### src/logic/rv_core_pkg.sv
package rv_core_pkg;

	localparam int xlen = 32;
	localparam int num_regs = 32;

	typedef logic [xlen-1:0] word_t;
	typedef logic [4:0] reg_addr_t;

	localparam word_t reset_vector = '0;

	// major opcodes of the supported subset
	typedef enum logic [6:0] {
		opc_op     = 7'b0110011,
		opc_op_imm = 7'b0010011,
		opc_lui    = 7'b0110111,
		opc_load   = 7'b0000011,
		opc_store  = 7'b0100011,
		opc_branch = 7'b1100011,
		opc_jal    = 7'b1101111
	} opcode_e;

	typedef enum logic [3:0] {
		alu_add,
		alu_sub,
		alu_and,
		alu_or,
		alu_xor,
		alu_slt,
		alu_sltu,
		alu_sll,
		alu_srl,
		alu_sra
	} alu_op_e;

	// values match funct3 of the branch encoding
	typedef enum logic [2:0] {
		br_eq = 3'b000,
		br_ne = 3'b001,
		br_lt = 3'b100,
		br_ge = 3'b101
	} br_op_e;

	typedef enum logic {
		opb_rs2,
		opb_imm
	} opb_sel_e;

	typedef enum logic [1:0] {
		wb_alu,
		wb_imm,
		wb_pc4
	} wb_sel_e;

	typedef struct packed {
		logic reg_write;
		logic mem_access;
		logic mem_write;
		logic branch;
		logic jump;
		reg_addr_t rd;
		reg_addr_t rs1;
		reg_addr_t rs2;
		word_t imm;
		alu_op_e alu_op;
		br_op_e br_op;
		opb_sel_e opb_sel;
		wb_sel_e wb_sel;
	} decoded_t;

	// internal request/acknowledge bus
	typedef struct packed {
		logic valid;
		logic write;
		word_t addr;
		word_t wdata;
	} mem_req_t;

	typedef struct packed {
		logic ack;
		word_t rdata;
	} mem_rsp_t;

	typedef enum logic {
		exec_run,
		exec_mem_wait
	} exec_state_e;

	typedef enum logic [1:0] {
		apb_idle,
		apb_setup,
		apb_access
	} apb_state_e;

endpackage

### src/logic/fetch_unit.sv
`timescale 1ns/1ns

module fetch_unit (
	input logic clk,
	input logic rst_i,
	input logic redirect_i,
	input rv_core_pkg::word_t target_i,
	input logic instr_take_i,
	output rv_core_pkg::mem_req_t req_o,
	input rv_core_pkg::mem_rsp_t rsp_i,
	output logic instr_valid_o,
	output rv_core_pkg::word_t instr_o,
	output rv_core_pkg::word_t pc_o
);
	import rv_core_pkg::*;

	word_t pc_q;
	word_t req_addr_q;
	logic pending_q;
	logic discard_q;
	logic buf_valid_q;
	word_t buf_instr_q;
	word_t buf_pc_q;
	logic issue;
	logic accept;

	// new fetch once the buffer frees up, never on the old path of a redirect
	assign issue = !pending_q && (!buf_valid_q || instr_take_i) && !redirect_i;
	assign accept = rsp_i.ack && !discard_q && !redirect_i;

	always_comb begin
		req_o.valid = pending_q || issue;
		req_o.write = 1'b0;
		req_o.addr = pending_q ? req_addr_q : pc_q;
		req_o.wdata = '0;
	end

	always_ff @(posedge clk) begin
		if (rst_i) begin
			pc_q <= reset_vector;
			pending_q <= 1'b0;
			discard_q <= 1'b0;
			buf_valid_q <= 1'b0;
		end else begin
			if (issue) begin
				pending_q <= 1'b1;
			end else if (rsp_i.ack) begin
				pending_q <= 1'b0;
			end
			if (redirect_i) begin
				pc_q <= target_i;
			end else if (accept) begin
				pc_q <= pc_q + 32'd4;
			end
			// response still in flight belongs to the abandoned path
			if (rsp_i.ack) begin
				discard_q <= 1'b0;
			end else if (redirect_i && pending_q) begin
				discard_q <= 1'b1;
			end
			if (redirect_i) begin
				buf_valid_q <= 1'b0;
			end else if (accept) begin
				buf_valid_q <= 1'b1;
			end else if (instr_take_i) begin
				buf_valid_q <= 1'b0;
			end
		end
	end

	always_ff @(posedge clk) begin
		if (issue) begin
			req_addr_q <= pc_q;
		end
		if (accept) begin
			buf_instr_q <= rsp_i.rdata;
			buf_pc_q <= req_addr_q;
		end
	end

	assign instr_valid_o = buf_valid_q;
	assign instr_o = buf_instr_q;
	assign pc_o = buf_pc_q;

endmodule

### src/logic/exec_unit.sv
`timescale 1ns/1ns

module exec_unit (
	input logic clk,
	input logic rst_i,
	input logic instr_valid_i,
	input rv_core_pkg::word_t instr_i,
	input rv_core_pkg::word_t pc_i,
	output logic instr_take_o,
	output logic redirect_o,
	output rv_core_pkg::word_t target_o,
	output rv_core_pkg::mem_req_t req_o,
	input rv_core_pkg::mem_rsp_t rsp_i
);
	import rv_core_pkg::*;

	exec_state_e state_q;
	decoded_t dec;
	word_t rf [num_regs];
	word_t rs1_val;
	word_t rs2_val;
	word_t opb;
	word_t alu_res;
	word_t wb_data;
	logic br_taken;
	logic take;
	logic [2:0] funct3;
	logic f7_zero;
	logic f7_alt;
	logic rf_we;
	reg_addr_t rf_waddr;
	word_t rf_wdata;
	word_t addr_q;
	word_t wdata_q;
	logic write_q;
	reg_addr_t rd_q;

	function automatic alu_op_e alu_decode(input logic [2:0] f3, input logic alt);
		case (f3)
			3'b000: return alt ? alu_sub : alu_add;
			3'b001: return alu_sll;
			3'b010: return alu_slt;
			3'b011: return alu_sltu;
			3'b100: return alu_xor;
			3'b101: return alt ? alu_sra : alu_srl;
			3'b110: return alu_or;
			default: return alu_and;
		endcase
	endfunction

	assign funct3 = instr_i[14:12];
	assign f7_zero = instr_i[31:25] == 7'b0000000;
	assign f7_alt = instr_i[31:25] == 7'b0100000;

	// unknown encodings leave every enable low and retire as no-ops
	always_comb begin
		dec = '0;
		dec.rd = instr_i[11:7];
		dec.rs1 = instr_i[19:15];
		dec.rs2 = instr_i[24:20];
		dec.imm = {{20{instr_i[31]}}, instr_i[31:20]};
		dec.alu_op = alu_add;
		dec.br_op = br_op_e'(funct3);
		dec.opb_sel = opb_imm;
		dec.wb_sel = wb_alu;
		case (instr_i[6:0])
			opc_op: begin
				dec.opb_sel = opb_rs2;
				dec.alu_op = alu_decode(funct3, f7_alt);
				dec.reg_write = f7_zero || (f7_alt && (funct3 == 3'b000 || funct3 == 3'b101));
			end
			opc_op_imm: begin
				dec.alu_op = alu_decode(funct3, f7_alt && funct3 == 3'b101);
				dec.reg_write = funct3[1:0] != 2'b01 || f7_zero || (f7_alt && funct3 == 3'b101);
			end
			opc_lui: begin
				dec.imm = {instr_i[31:12], 12'b0};
				dec.wb_sel = wb_imm;
				dec.reg_write = 1'b1;
			end
			opc_load: begin
				dec.mem_access = funct3 == 3'b010;
			end
			opc_store: begin
				dec.imm = {{20{instr_i[31]}}, instr_i[31:25], instr_i[11:7]};
				dec.mem_access = funct3 == 3'b010;
				dec.mem_write = funct3 == 3'b010;
			end
			opc_branch: begin
				dec.imm = {{20{instr_i[31]}}, instr_i[7], instr_i[30:25], instr_i[11:8], 1'b0};
				dec.branch = funct3[1] == 1'b0;
			end
			opc_jal: begin
				dec.imm = {{12{instr_i[31]}}, instr_i[19:12], instr_i[20], instr_i[30:21], 1'b0};
				dec.wb_sel = wb_pc4;
				dec.jump = 1'b1;
				dec.reg_write = 1'b1;
			end
			default: begin
				dec.reg_write = 1'b0;
			end
		endcase
	end

	assign rs1_val = rf[dec.rs1];
	assign rs2_val = rf[dec.rs2];
	assign opb = (dec.opb_sel == opb_rs2) ? rs2_val : dec.imm;

	always_comb begin
		case (dec.alu_op)
			alu_sub: alu_res = rs1_val - opb;
			alu_and: alu_res = rs1_val & opb;
			alu_or: alu_res = rs1_val | opb;
			alu_xor: alu_res = rs1_val ^ opb;
			alu_slt: alu_res = {{(xlen-1){1'b0}}, $signed(rs1_val) < $signed(opb)};
			alu_sltu: alu_res = {{(xlen-1){1'b0}}, rs1_val < opb};
			alu_sll: alu_res = rs1_val << opb[4:0];
			alu_srl: alu_res = rs1_val >> opb[4:0];
			alu_sra: alu_res = $signed(rs1_val) >>> opb[4:0];
			default: alu_res = rs1_val + opb;
		endcase
		case (dec.br_op)
			br_eq: br_taken = rs1_val == rs2_val;
			br_ne: br_taken = rs1_val != rs2_val;
			br_lt: br_taken = $signed(rs1_val) < $signed(rs2_val);
			br_ge: br_taken = $signed(rs1_val) >= $signed(rs2_val);
			default: br_taken = 1'b0;
		endcase
		case (dec.wb_sel)
			wb_imm: wb_data = dec.imm;
			wb_pc4: wb_data = pc_i + 32'd4;
			default: wb_data = alu_res;
		endcase
	end

	assign take = state_q == exec_run && instr_valid_i;
	assign instr_take_o = take;
	assign redirect_o = take && (dec.jump || (dec.branch && br_taken));
	assign target_o = pc_i + dec.imm;

	// load data takes the single write port in the ack cycle
	always_comb begin
		if (state_q == exec_mem_wait) begin
			rf_we = rsp_i.ack && !write_q;
			rf_waddr = rd_q;
			rf_wdata = rsp_i.rdata;
		end else begin
			rf_we = take && dec.reg_write;
			rf_waddr = dec.rd;
			rf_wdata = wb_data;
		end
	end

	always_ff @(posedge clk) begin
		if (rst_i) begin
			for (int i = 0; i < num_regs; i++) begin
				rf[i] <= '0;
			end
		end else if (rf_we && rf_waddr != '0) begin
			rf[rf_waddr] <= rf_wdata;
		end
	end

	always_ff @(posedge clk) begin
		if (rst_i) begin
			state_q <= exec_run;
		end else if (take && dec.mem_access) begin
			state_q <= exec_mem_wait;
		end else if (state_q == exec_mem_wait && rsp_i.ack) begin
			state_q <= exec_run;
		end
	end

	always_ff @(posedge clk) begin
		if (take && dec.mem_access) begin
			addr_q <= {alu_res[xlen-1:2], 2'b00};
			wdata_q <= rs2_val;
			write_q <= dec.mem_write;
			rd_q <= dec.rd;
		end
	end

	always_comb begin
		req_o.valid = state_q == exec_mem_wait;
		req_o.write = write_q;
		req_o.addr = addr_q;
		req_o.wdata = wdata_q;
	end

endmodule

### src/logic/bus_arbiter.sv
`timescale 1ns/1ns

module bus_arbiter (
	input logic clk,
	input logic rst_i,
	input rv_core_pkg::mem_req_t exec_req_i,
	input rv_core_pkg::mem_req_t fetch_req_i,
	output rv_core_pkg::mem_rsp_t exec_rsp_o,
	output rv_core_pkg::mem_rsp_t fetch_rsp_o,
	output rv_core_pkg::mem_req_t bus_req_o,
	input rv_core_pkg::mem_rsp_t bus_rsp_i
);
	import rv_core_pkg::*;

	logic busy_q;
	logic grant_exec_q;
	logic sel_exec;

	// data side wins when both ask in the same idle cycle
	assign sel_exec = busy_q ? grant_exec_q : exec_req_i.valid;
	assign bus_req_o = sel_exec ? exec_req_i : fetch_req_i;

	always_comb begin
		exec_rsp_o.ack = bus_rsp_i.ack && sel_exec;
		exec_rsp_o.rdata = sel_exec ? bus_rsp_i.rdata : '0;
		fetch_rsp_o.ack = bus_rsp_i.ack && !sel_exec;
		fetch_rsp_o.rdata = sel_exec ? '0 : bus_rsp_i.rdata;
	end

	always_ff @(posedge clk) begin
		if (rst_i) begin
			busy_q <= 1'b0;
			grant_exec_q <= 1'b0;
		end else if (!busy_q) begin
			if (bus_req_o.valid) begin
				busy_q <= 1'b1;
				grant_exec_q <= sel_exec;
			end
		end else if (bus_rsp_i.ack) begin
			busy_q <= 1'b0;
		end
	end

endmodule

### src/logic/apb_master.sv
`timescale 1ns/1ns

module apb_master (
	input logic clk,
	input logic rst_i,
	input rv_core_pkg::mem_req_t req_i,
	output rv_core_pkg::mem_rsp_t rsp_o,
	output logic psel_o,
	output logic penable_o,
	output logic pwrite_o,
	output rv_core_pkg::word_t paddr_o,
	output rv_core_pkg::word_t pwdata_o,
	input rv_core_pkg::word_t prdata_i,
	input logic pready_i
);
	import rv_core_pkg::*;

	apb_state_e state_q;

	always_ff @(posedge clk) begin
		if (rst_i) begin
			state_q <= apb_idle;
		end else begin
			case (state_q)
				apb_idle: if (req_i.valid) state_q <= apb_setup;
				apb_setup: state_q <= apb_access;
				apb_access: if (pready_i) state_q <= apb_idle;
				default: state_q <= apb_idle;
			endcase
		end
	end

	// captured once, held through setup and access
	always_ff @(posedge clk) begin
		if (state_q == apb_idle && req_i.valid) begin
			paddr_o <= req_i.addr;
			pwdata_o <= req_i.wdata;
			pwrite_o <= req_i.write;
		end
	end

	assign psel_o = state_q != apb_idle;
	assign penable_o = state_q == apb_access;
	assign rsp_o.ack = state_q == apb_access && pready_i;
	assign rsp_o.rdata = prdata_i;

endmodule

### src/logic/rv_core_top.sv
`timescale 1ns/1ns

module rv_core_top (
	input logic clk,
	input logic rst_i,
	output logic psel_o,
	output logic penable_o,
	output logic pwrite_o,
	output rv_core_pkg::word_t paddr_o,
	output rv_core_pkg::word_t pwdata_o,
	input rv_core_pkg::word_t prdata_i,
	input logic pready_i
);
	import rv_core_pkg::*;

	mem_req_t fetch_req;
	mem_req_t exec_req;
	mem_req_t bus_req;
	mem_rsp_t fetch_rsp;
	mem_rsp_t exec_rsp;
	mem_rsp_t bus_rsp;
	logic redirect;
	word_t target;
	logic instr_valid;
	logic instr_take;
	word_t instr;
	word_t instr_pc;

	fetch_unit u_fetch (
		.clk(clk),
		.rst_i(rst_i),
		.redirect_i(redirect),
		.target_i(target),
		.instr_take_i(instr_take),
		.req_o(fetch_req),
		.rsp_i(fetch_rsp),
		.instr_valid_o(instr_valid),
		.instr_o(instr),
		.pc_o(instr_pc)
	);

	exec_unit u_exec (
		.clk(clk),
		.rst_i(rst_i),
		.instr_valid_i(instr_valid),
		.instr_i(instr),
		.pc_i(instr_pc),
		.instr_take_o(instr_take),
		.redirect_o(redirect),
		.target_o(target),
		.req_o(exec_req),
		.rsp_i(exec_rsp)
	);

	bus_arbiter u_arbiter (
		.clk(clk),
		.rst_i(rst_i),
		.exec_req_i(exec_req),
		.fetch_req_i(fetch_req),
		.exec_rsp_o(exec_rsp),
		.fetch_rsp_o(fetch_rsp),
		.bus_req_o(bus_req),
		.bus_rsp_i(bus_rsp)
	);

	apb_master u_apb (
		.clk(clk),
		.rst_i(rst_i),
		.req_i(bus_req),
		.rsp_o(bus_rsp),
		.psel_o(psel_o),
		.penable_o(penable_o),
		.pwrite_o(pwrite_o),
		.paddr_o(paddr_o),
		.pwdata_o(pwdata_o),
		.prdata_i(prdata_i),
		.pready_i(pready_i)
	);

endmodule

### config.mk
export PLATFORM = sky130hd
export DESIGN_NAME = rv_core_top
export DESIGN_NICKNAME = d
export VERILOG_FILES = /design/src/logic/rv_core_pkg.sv /design/src/logic/fetch_unit.sv /design/src/logic/exec_unit.sv /design/src/logic/bus_arbiter.sv /design/src/logic/apb_master.sv /design/src/logic/rv_core_top.sv
export SDC_FILE = /design/constraint.sdc
export NUM_CORES = 2
export LEC_CHECK = 0
export ABC_CLOCK_PERIOD_IN_PS = 13000
export BUFFER_PORTS_ARGS = -buffer_cell sky130_fd_sc_hd__buf_2
export CAP_MARGIN = 20
export CORE_MARGIN = 5
export CORE_UTILIZATION = 25
export CTS_CLUSTER_DIAMETER = 30
export DETAILED_ROUTE_END_ITERATION = 7
export HOLD_SLACK_MARGIN = 0.05
export PLACE_DENSITY_LB_ADDON = 0.05
export SLEW_MARGIN = 25
export SYNTH_ARGS = -nofsm -noshare
export SYNTH_HDL_FRONTEND = slang
export SYNTH_SLANG_ARGS = --single-unit
### constraint.sdc
create_clock -name clk -period 13 [get_ports clk]
set_input_delay 0.65 -clock clk [delete_from_list [all_inputs] [get_ports clk]]
set_output_delay 0.65 -clock clk [all_outputs]
set_load 0.1 [all_outputs]
After elaboration in Yosys (flattened, before gate mapping) --
Memory sizes are Yosys's and may differ from the RTL's. A register that Yosys moved wholly into a read port is not among the register bits. Index checks and enable logic that the tools add are counted. W data, S select, Z words.
Storage, ports and cells: flip-flop bits (word level) 269, memory bits (writable) 1024, input port bits 35, output and inout port bits 67, word-level logic and storage cells 168, memories 1
Memories:
- u_exec.rf | words 32, bits a word 32, read ports 2, clocked after memory_dff 2, wr ports 32, line exec_unit.sv:19 | word_t rf [num_regs];
Operators by class: add/subtract/negate cells 5, $lt $le $gt $ge 4, equality and inequality tests 32, shifts and indexed selects 3, mux-type cells 50, bitwise operators 6, reductions and logical operators 48
Operator list (count):
- $pmux W32 S9 | 1
- $mux W32 | 7
- $pmux W31 S4 | 1
- $lt A32 B32 Y1 | 3
- $mux W66 | 1
- $add A32 B3 Y32 const B | 2
- $add A32 B32 Y32 | 2
- $pmux W32 S2 | 1
- $pmux W4 S7 | 2
- $and A32 B32 Y32 | 1
- $eq A32 B32 Y1 | 1
- $ge A32 B32 Y1 | 1
- $ne A32 B32 Y1 | 1
- $or A32 B32 Y32 | 1
- $reduce_or A32 Y1 | 1
- $shl A32 B5 Y32 | 1
- $shr A32 B5 Y32 | 1
- $sshr A32 B5 Y32 | 1
- $sub A32 B32 Y32 | 1
- $xor A32 B32 Y32 | 1
- $mux W5 | 6
- $eq A7 B6 Y1 const B | 4
- $mux W1 | 24
- $logic_and A1 B1 Y1 | 19
- other kinds (29) | 64

Logic depth before layout (Yosys ltp) --
depth after elaboration 13, gate-level depth with buffers 28, mapped depth without buffers 22

Hierarchy --
A second synthesis with hierarchy kept.
Second synthesis, totals: cells, all modules 6708, area total of the unflattened synthesis 78077.4 um^2
Modules (own cells, without submodules):
- exec_unit | instances 1, cells each 6018, area each 68579.5 um^2
- fetch_unit | instances 1, cells each 422, area each 5490.3 um^2
- apb_master | instances 1, cells each 107, area each 2303.5 um^2
- bus_arbiter | instances 1, cells each 161, area each 1704.1 um^2

Worst setup path after synthesis --
Ideal clock, no wire load.
path kind register to register, start point register (tool-made name), end point register u_apb.paddr_o[0] (enable), library setup time 0.510 ns, arrival time 9.229 ns, slack 3.262 ns, cell stages (with the launch flop) 26, buffers on the path 9, clock period less this slack 9.738 ns, cells stage by stage dfxtp_1 > buf_2 > buf_6 > buf_4 > buf_6 > buf_4 > buf_1 > buf_1 > clkbuf_1 > mux4_2 > mux4_2 > mux2i_1 > ha_1 > a21o_1 > a21o_1 > a21oi_1 > o21ai_0 > a221oi_1 > nor2_1 > nor3_1 > mux2i_1 > mux2i_1 > a21oi_1 > clkbuf_1 > nand2_1 > a21oi_1
RTL lines:
- to (signal assigned) | line apb_master.sv:36 | paddr_o <= req_i.addr;
- to (decl) | line apb_master.sv:11 | output rv_core_pkg::word_t paddr_o,

==> results.md <==
| Stage | Metric | Reported |
| --- | --- | --- |
| status | Result of the run | finished, final reports clean |
| power and ir drop | Leakage dissipation | 0.0361 µW |
| cts | Num CTS Buffers | 391 |
| cts | Longest Clk Path Bufs | 4 |
| setup path | Data required, critical path | 13.53 ns |
| yosys | Number of enable flip-flop cells after synthesis | 1253 |
| finish | Area taken by multi-input logic gates | 35600 µm² |
| yosys | Yosys cell types | 102 |
| drt | Violation count after the first detailed-routing iteration | 6431 |
| timing | Number of max-slew violations in the final report | 0 |
| grt | Largest net degree at the start of global routing | 97 |
| yosys | Total of flip-flops plus latches after synthesis | 1303 |
| floorplan | I/O pin total | 102 |
| yosys | FFs w/ async S/R, synth | 0% |
| yosys | Synthesized area per cell | 11.6 µm² |
| finish | Area growth, synth to finish | 25.4% |
| power and ir drop | Largest vdd supply drop | 112 µV |
| cts | Clock transition at the register clock pins on the worst setup and hold paths after CTS | 0.04 ns |
| cts | Total of hold buffers inserted after clock tree synthesis | 4 |
| cts | Number of H-tree branching levels | 5 |
| yosys | Cell count after synthesis | 6589 |
| drt | Via-to-Cell Ratio | 5.53 |
| drt | Drt total wl | 422 mm |
| cts | Insertion delay of the later-clocked pin in the worst-skew pair | 0.93 ns |
| floorplan | Number of core rows | 202 |
| flow run | MaxCap Viol Count | 0 |
| floorplan | Initial core utilization | 25.1% |
| setup path | Kind of end point of the critical path | flop |
| timing | Final setup violating endpoints | 0 |
| timing | Setup repair after global routing missed its margin | false |
| finish | Combined flip-flop and latch cell area | 38700 µm² |
| drt | Total via count in the routed design | 61437 |
| placement | Placed Area | 82200 µm² |
| timing | Accumulated negative setup slack | 0 ns |
| yosys | Area of the mapped netlist | 76200 µm² |
| setup path | Count of cells along the worst register-to-register path | 20 |
| cts | Post-CTS Setup Repair Bufs | 0 |
| min path | Worst hold path class | in2reg |
| cts | Number of gates given a new drive strength after cts | 0 |
| cts | Sink count of the clock tree | 1303 |
| setup path | Worst-path maximum fanout | 50 |
| grt | GRT overflow | 0 |
| floorplan | Core region area | 303000 µm² |
| timing | Highest attainable clock frequency | 110 MHz |
| finish | Number of nets in the finished design | 7009 |
| timing | Slew margin rel. | 22.9% |
| grt | Wire length of the first global-routing pass | 561 mm |
| setup path | Arrival time of data at the critical path endpoint | 9.58 ns |
| yosys | Post-synthesis sequential area ratio | 50.7% |
| placement | Final Wtd Congestion | 0.976 |
| setup path | Startpoint Class | flop |
| setup path | Register-to-register setup slack | 3.95 ns |
| min path | Startpoint of the lowest-slack hold path | prdata_i[31] |
| drt | Antenna Violating Nets Remaining | 0 |
| setup path | Critical Setup Path Class | reg2reg |
| finish | Proportion of layout cells with a drive suffix above 1 | 21.0% |
| yosys | Most used flip-flop cell after synthesis | sky130_fd_sc_hd__edfxtp_1 |
| timing | Final Hold Vio Count | 0 |
| drt | DRT Pass-1 Iters | 7 |
| placement | IO buf count | 101 |
| floorplan | Vert. Die Dim | 562 µm |
| timing | Slew at the pin with the worst max-slew slack | 1.15 ns |
| cts | CTS tree | yes |
| timing | Final worst path period share | 69.6% |
| grt | Number of global-route vias before repair | 61242 |
| finish | Fillcell total | 30426 |
| placement | Half-perimeter wire length after detailed placement | 283 mm |
| cts | Clk root buf | sky130_fd_sc_hd__clkbuf_16 |
| drt | DRC violation count after routing | 0 |
| timing | Setup skew after layout | 0.0826 ns |
| timing | Min Tclk post-route | 9.05 ns |
| min path | Cell depth of the worst min-delay path | 2 |
| yosys | Yosys warning count | 0 |
| grt | Antenna violations before repair | 33 |
| floorplan | Die width | 562 µm |
| min path | Endpoint of the worst hold-timing path | u_fetch.instr_o[31] |
| power and ir drop | Power density relative to cell area | 176 nW/µm² |
| drt | Final routed wire length divided by cell count | 38.0 µm |
| floorplan | Die Outline Area | 316000 µm² |
| setup path | Capturing point of the worst reg2reg path | u_apb.pwdata_o[24] |
| grt | GRT Overall Usage | 25.8% |
| finish | Final standard cell area without fillers | 95500 µm² |
[layout make-up]
| cell class | count | area share (%) |
|---|---|---|
| multi-input combinational | 4600 | 37.3 |
| clock buffer | 454 | 10.7 |
| sequential | 1303 | 40.5 |
| inverter | 153 | 0.602 |
| timing repair buffer | 357 | 2.64 |
| antenna | 7 | 0.0183 |
| tap | 3978 | 5.21 |
| clock inverter | 266 | 3.11 |
[routing by layer]
metal	wire length [µm]	up-vias	track usage [%]
li1	-	25528	-
met1	181000	32322	34.5
met2	195000	2878	41.7
met3	26000	703	4.11
met4	20000	6	10.8
met5	295	-	0
[report_power, final]
part / internal, µW / total [µW] / switching [µW]
Combinational: 617 / 2340 / 1720
Clock: 6650 / 9550 / 2900
Sequential: 4780 / 4890 / 108
[state kept, by name, summed over array words and instances (netlist names), 2 cells and up, named ones only]
signal,cells
u_apb.paddr_o,32
u_apb.pwdata_o,32
u_apb.state_q,2
u_exec.addr_q,30
u_exec.rd_q,5
u_exec.rf,1024
u_exec.wdata_q,32
u_fetch.instr_o,32
u_fetch.pc_o,32
u_fetch.pc_q,32
u_fetch.req_addr_q,32
[cell families (layout without fill, tap and decap cells)]
kind of cell	Yosys count	count (layout)	synth area share (%)
simple gates	2108	2108	12.2
flops	1303	1303	50.7
compound gates	1271	1271	11.1
mux	917	917	18.1
buf+inv	717	1230	3.82
fa+ha+maj	168	168	2.79
xor+xnor	104	104	1.20
other cells	1	39	0.00492
[Yosys cell counts (29+ instances only)]
| master | count | area (µm²) |
|---|---|---|
| sky130_fd_sc_hd__clkbuf_1 | 370 | 1390 |
| sky130_fd_sc_hd__nand3_1 | 148 | 741 |
| sky130_fd_sc_hd__nand2b_1 | 60 | 375 |
| sky130_fd_sc_hd__xor2_1 | 40 | 350 |
| sky130_fd_sc_hd__o22ai_1 | 84 | 526 |
| sky130_fd_sc_hd__inv_1 | 148 | 556 |
| sky130_fd_sc_hd__mux4_2 | 366 | 8240 |
| sky130_fd_sc_hd__a221oi_1 | 48 | 420 |
| sky130_fd_sc_hd__nor2b_1 | 29 | 181 |
| sky130_fd_sc_hd__nor2_1 | 1204 | 4520 |
| sky130_fd_sc_hd__nor3_1 | 99 | 495 |
| sky130_fd_sc_hd__a21o_1 | 80 | 601 |
| sky130_fd_sc_hd__edfxtp_1 | 1253 | 37600 |
| sky130_fd_sc_hd__o21ai_0 | 180 | 901 |
| sky130_fd_sc_hd__a22oi_1 | 166 | 1250 |
| sky130_fd_sc_hd__nand4_1 | 37 | 231 |
| sky130_fd_sc_hd__buf_2 | 134 | 671 |
| sky130_fd_sc_hd__a21oi_1 | 329 | 1650 |
| sky130_fd_sc_hd__mux2i_1 | 523 | 5240 |
| sky130_fd_sc_hd__ha_1 | 165 | 2060 |
| sky130_fd_sc_hd__and3_1 | 37 | 231 |
| sky130_fd_sc_hd__buf_1 | 50 | 188 |
| sky130_fd_sc_hd__a211oi_1 | 79 | 593 |
| sky130_fd_sc_hd__xnor2_1 | 64 | 561 |
| sky130_fd_sc_hd__nand2_1 | 287 | 1080 |
| sky130_fd_sc_hd__dfxtp_1 | 50 | 1000 |
| sky130_fd_sc_hd__and2_1 | 86 | 538 |
[placed cells by master (no fill, tap or decap), types with 157 or more instances in the layout]
cell type                   instances
sky130_fd_sc_hd__edfxtp_1        1253
sky130_fd_sc_hd__nor2_1          1200
sky130_fd_sc_hd__mux2i_1          516
sky130_fd_sc_hd__clkbuf_16        397
sky130_fd_sc_hd__mux4_2           366
sky130_fd_sc_hd__a21oi_1          325
sky130_fd_sc_hd__nand2_1          255
sky130_fd_sc_hd__buf_4            244
sky130_fd_sc_hd__o21ai_0          176
sky130_fd_sc_hd__ha_1             165
sky130_fd_sc_hd__a22oi_1          157
[how the worst max path moves through the flow]
stage,startpoint,to,depth (start not counted)
finish,flop,u_apb.pwdata_o[24],20
global route,flop,u_apb.pwdata_o[4],22
CTS,flop,u_apb.pwdata_o[4],20
detailed placement,flop,u_apb.pwdata_o[23],20
global placement,flop,u_apb.pwdata_o[19],20
floorplan,flop,u_apb.paddr_o[0],25
[stage by stage]
stage / util, % / cells / hold slack [ns] / setup slack [ns] / total power [µW]
6_report: 31.5 / 11118 / 0.124 / 3.95 / 16800
5_1_grt: 31.5 / 11113 / 0.135 / 3.61 / 17300
4_1_cts: 31.5 / 11109 / 0.0620 / 3.84 / 16900
3_5_place_dp: 27.1 / 10385 / 0.436 / 3.84 / 7280
3_3_place_gp: 27.1 / 10382 / 0.428 / 3.37 / 7290
2_1_floorplan: - / 6620 / 0.426 / 3.26 / 6250
[worst max-delay path, stage by stage (launching register included)]
cell,delay (ns)
sky130_fd_sc_hd__dfxtp_4,0.45
sky130_fd_sc_hd__buf_4,0.35
sky130_fd_sc_hd__buf_4,0.43
sky130_fd_sc_hd__nor2b_4,0.20
sky130_fd_sc_hd__buf_4,0.80
sky130_fd_sc_hd__a22oi_1,0.42
sky130_fd_sc_hd__nand3_1,0.19
sky130_fd_sc_hd__nand2_1,0.23
sky130_fd_sc_hd__nor2_1,0.81
sky130_fd_sc_hd__inv_1,0.22
sky130_fd_sc_hd__ha_1,0.36
sky130_fd_sc_hd__nand4_1,0.17
sky130_fd_sc_hd__nor4b_2,0.80
sky130_fd_sc_hd__o21a_1,0.23
sky130_fd_sc_hd__nor3_1,0.07
sky130_fd_sc_hd__mux2i_1,0.64
sky130_fd_sc_hd__mux2i_1,0.26
sky130_fd_sc_hd__a21oi_4,0.40
sky130_fd_sc_hd__nand2_1,0.24
sky130_fd_sc_hd__a21oi_4,0.55
sky130_fd_sc_hd__buf_4,0.65
Note: power is estimated with default switching activity, not from simulation.
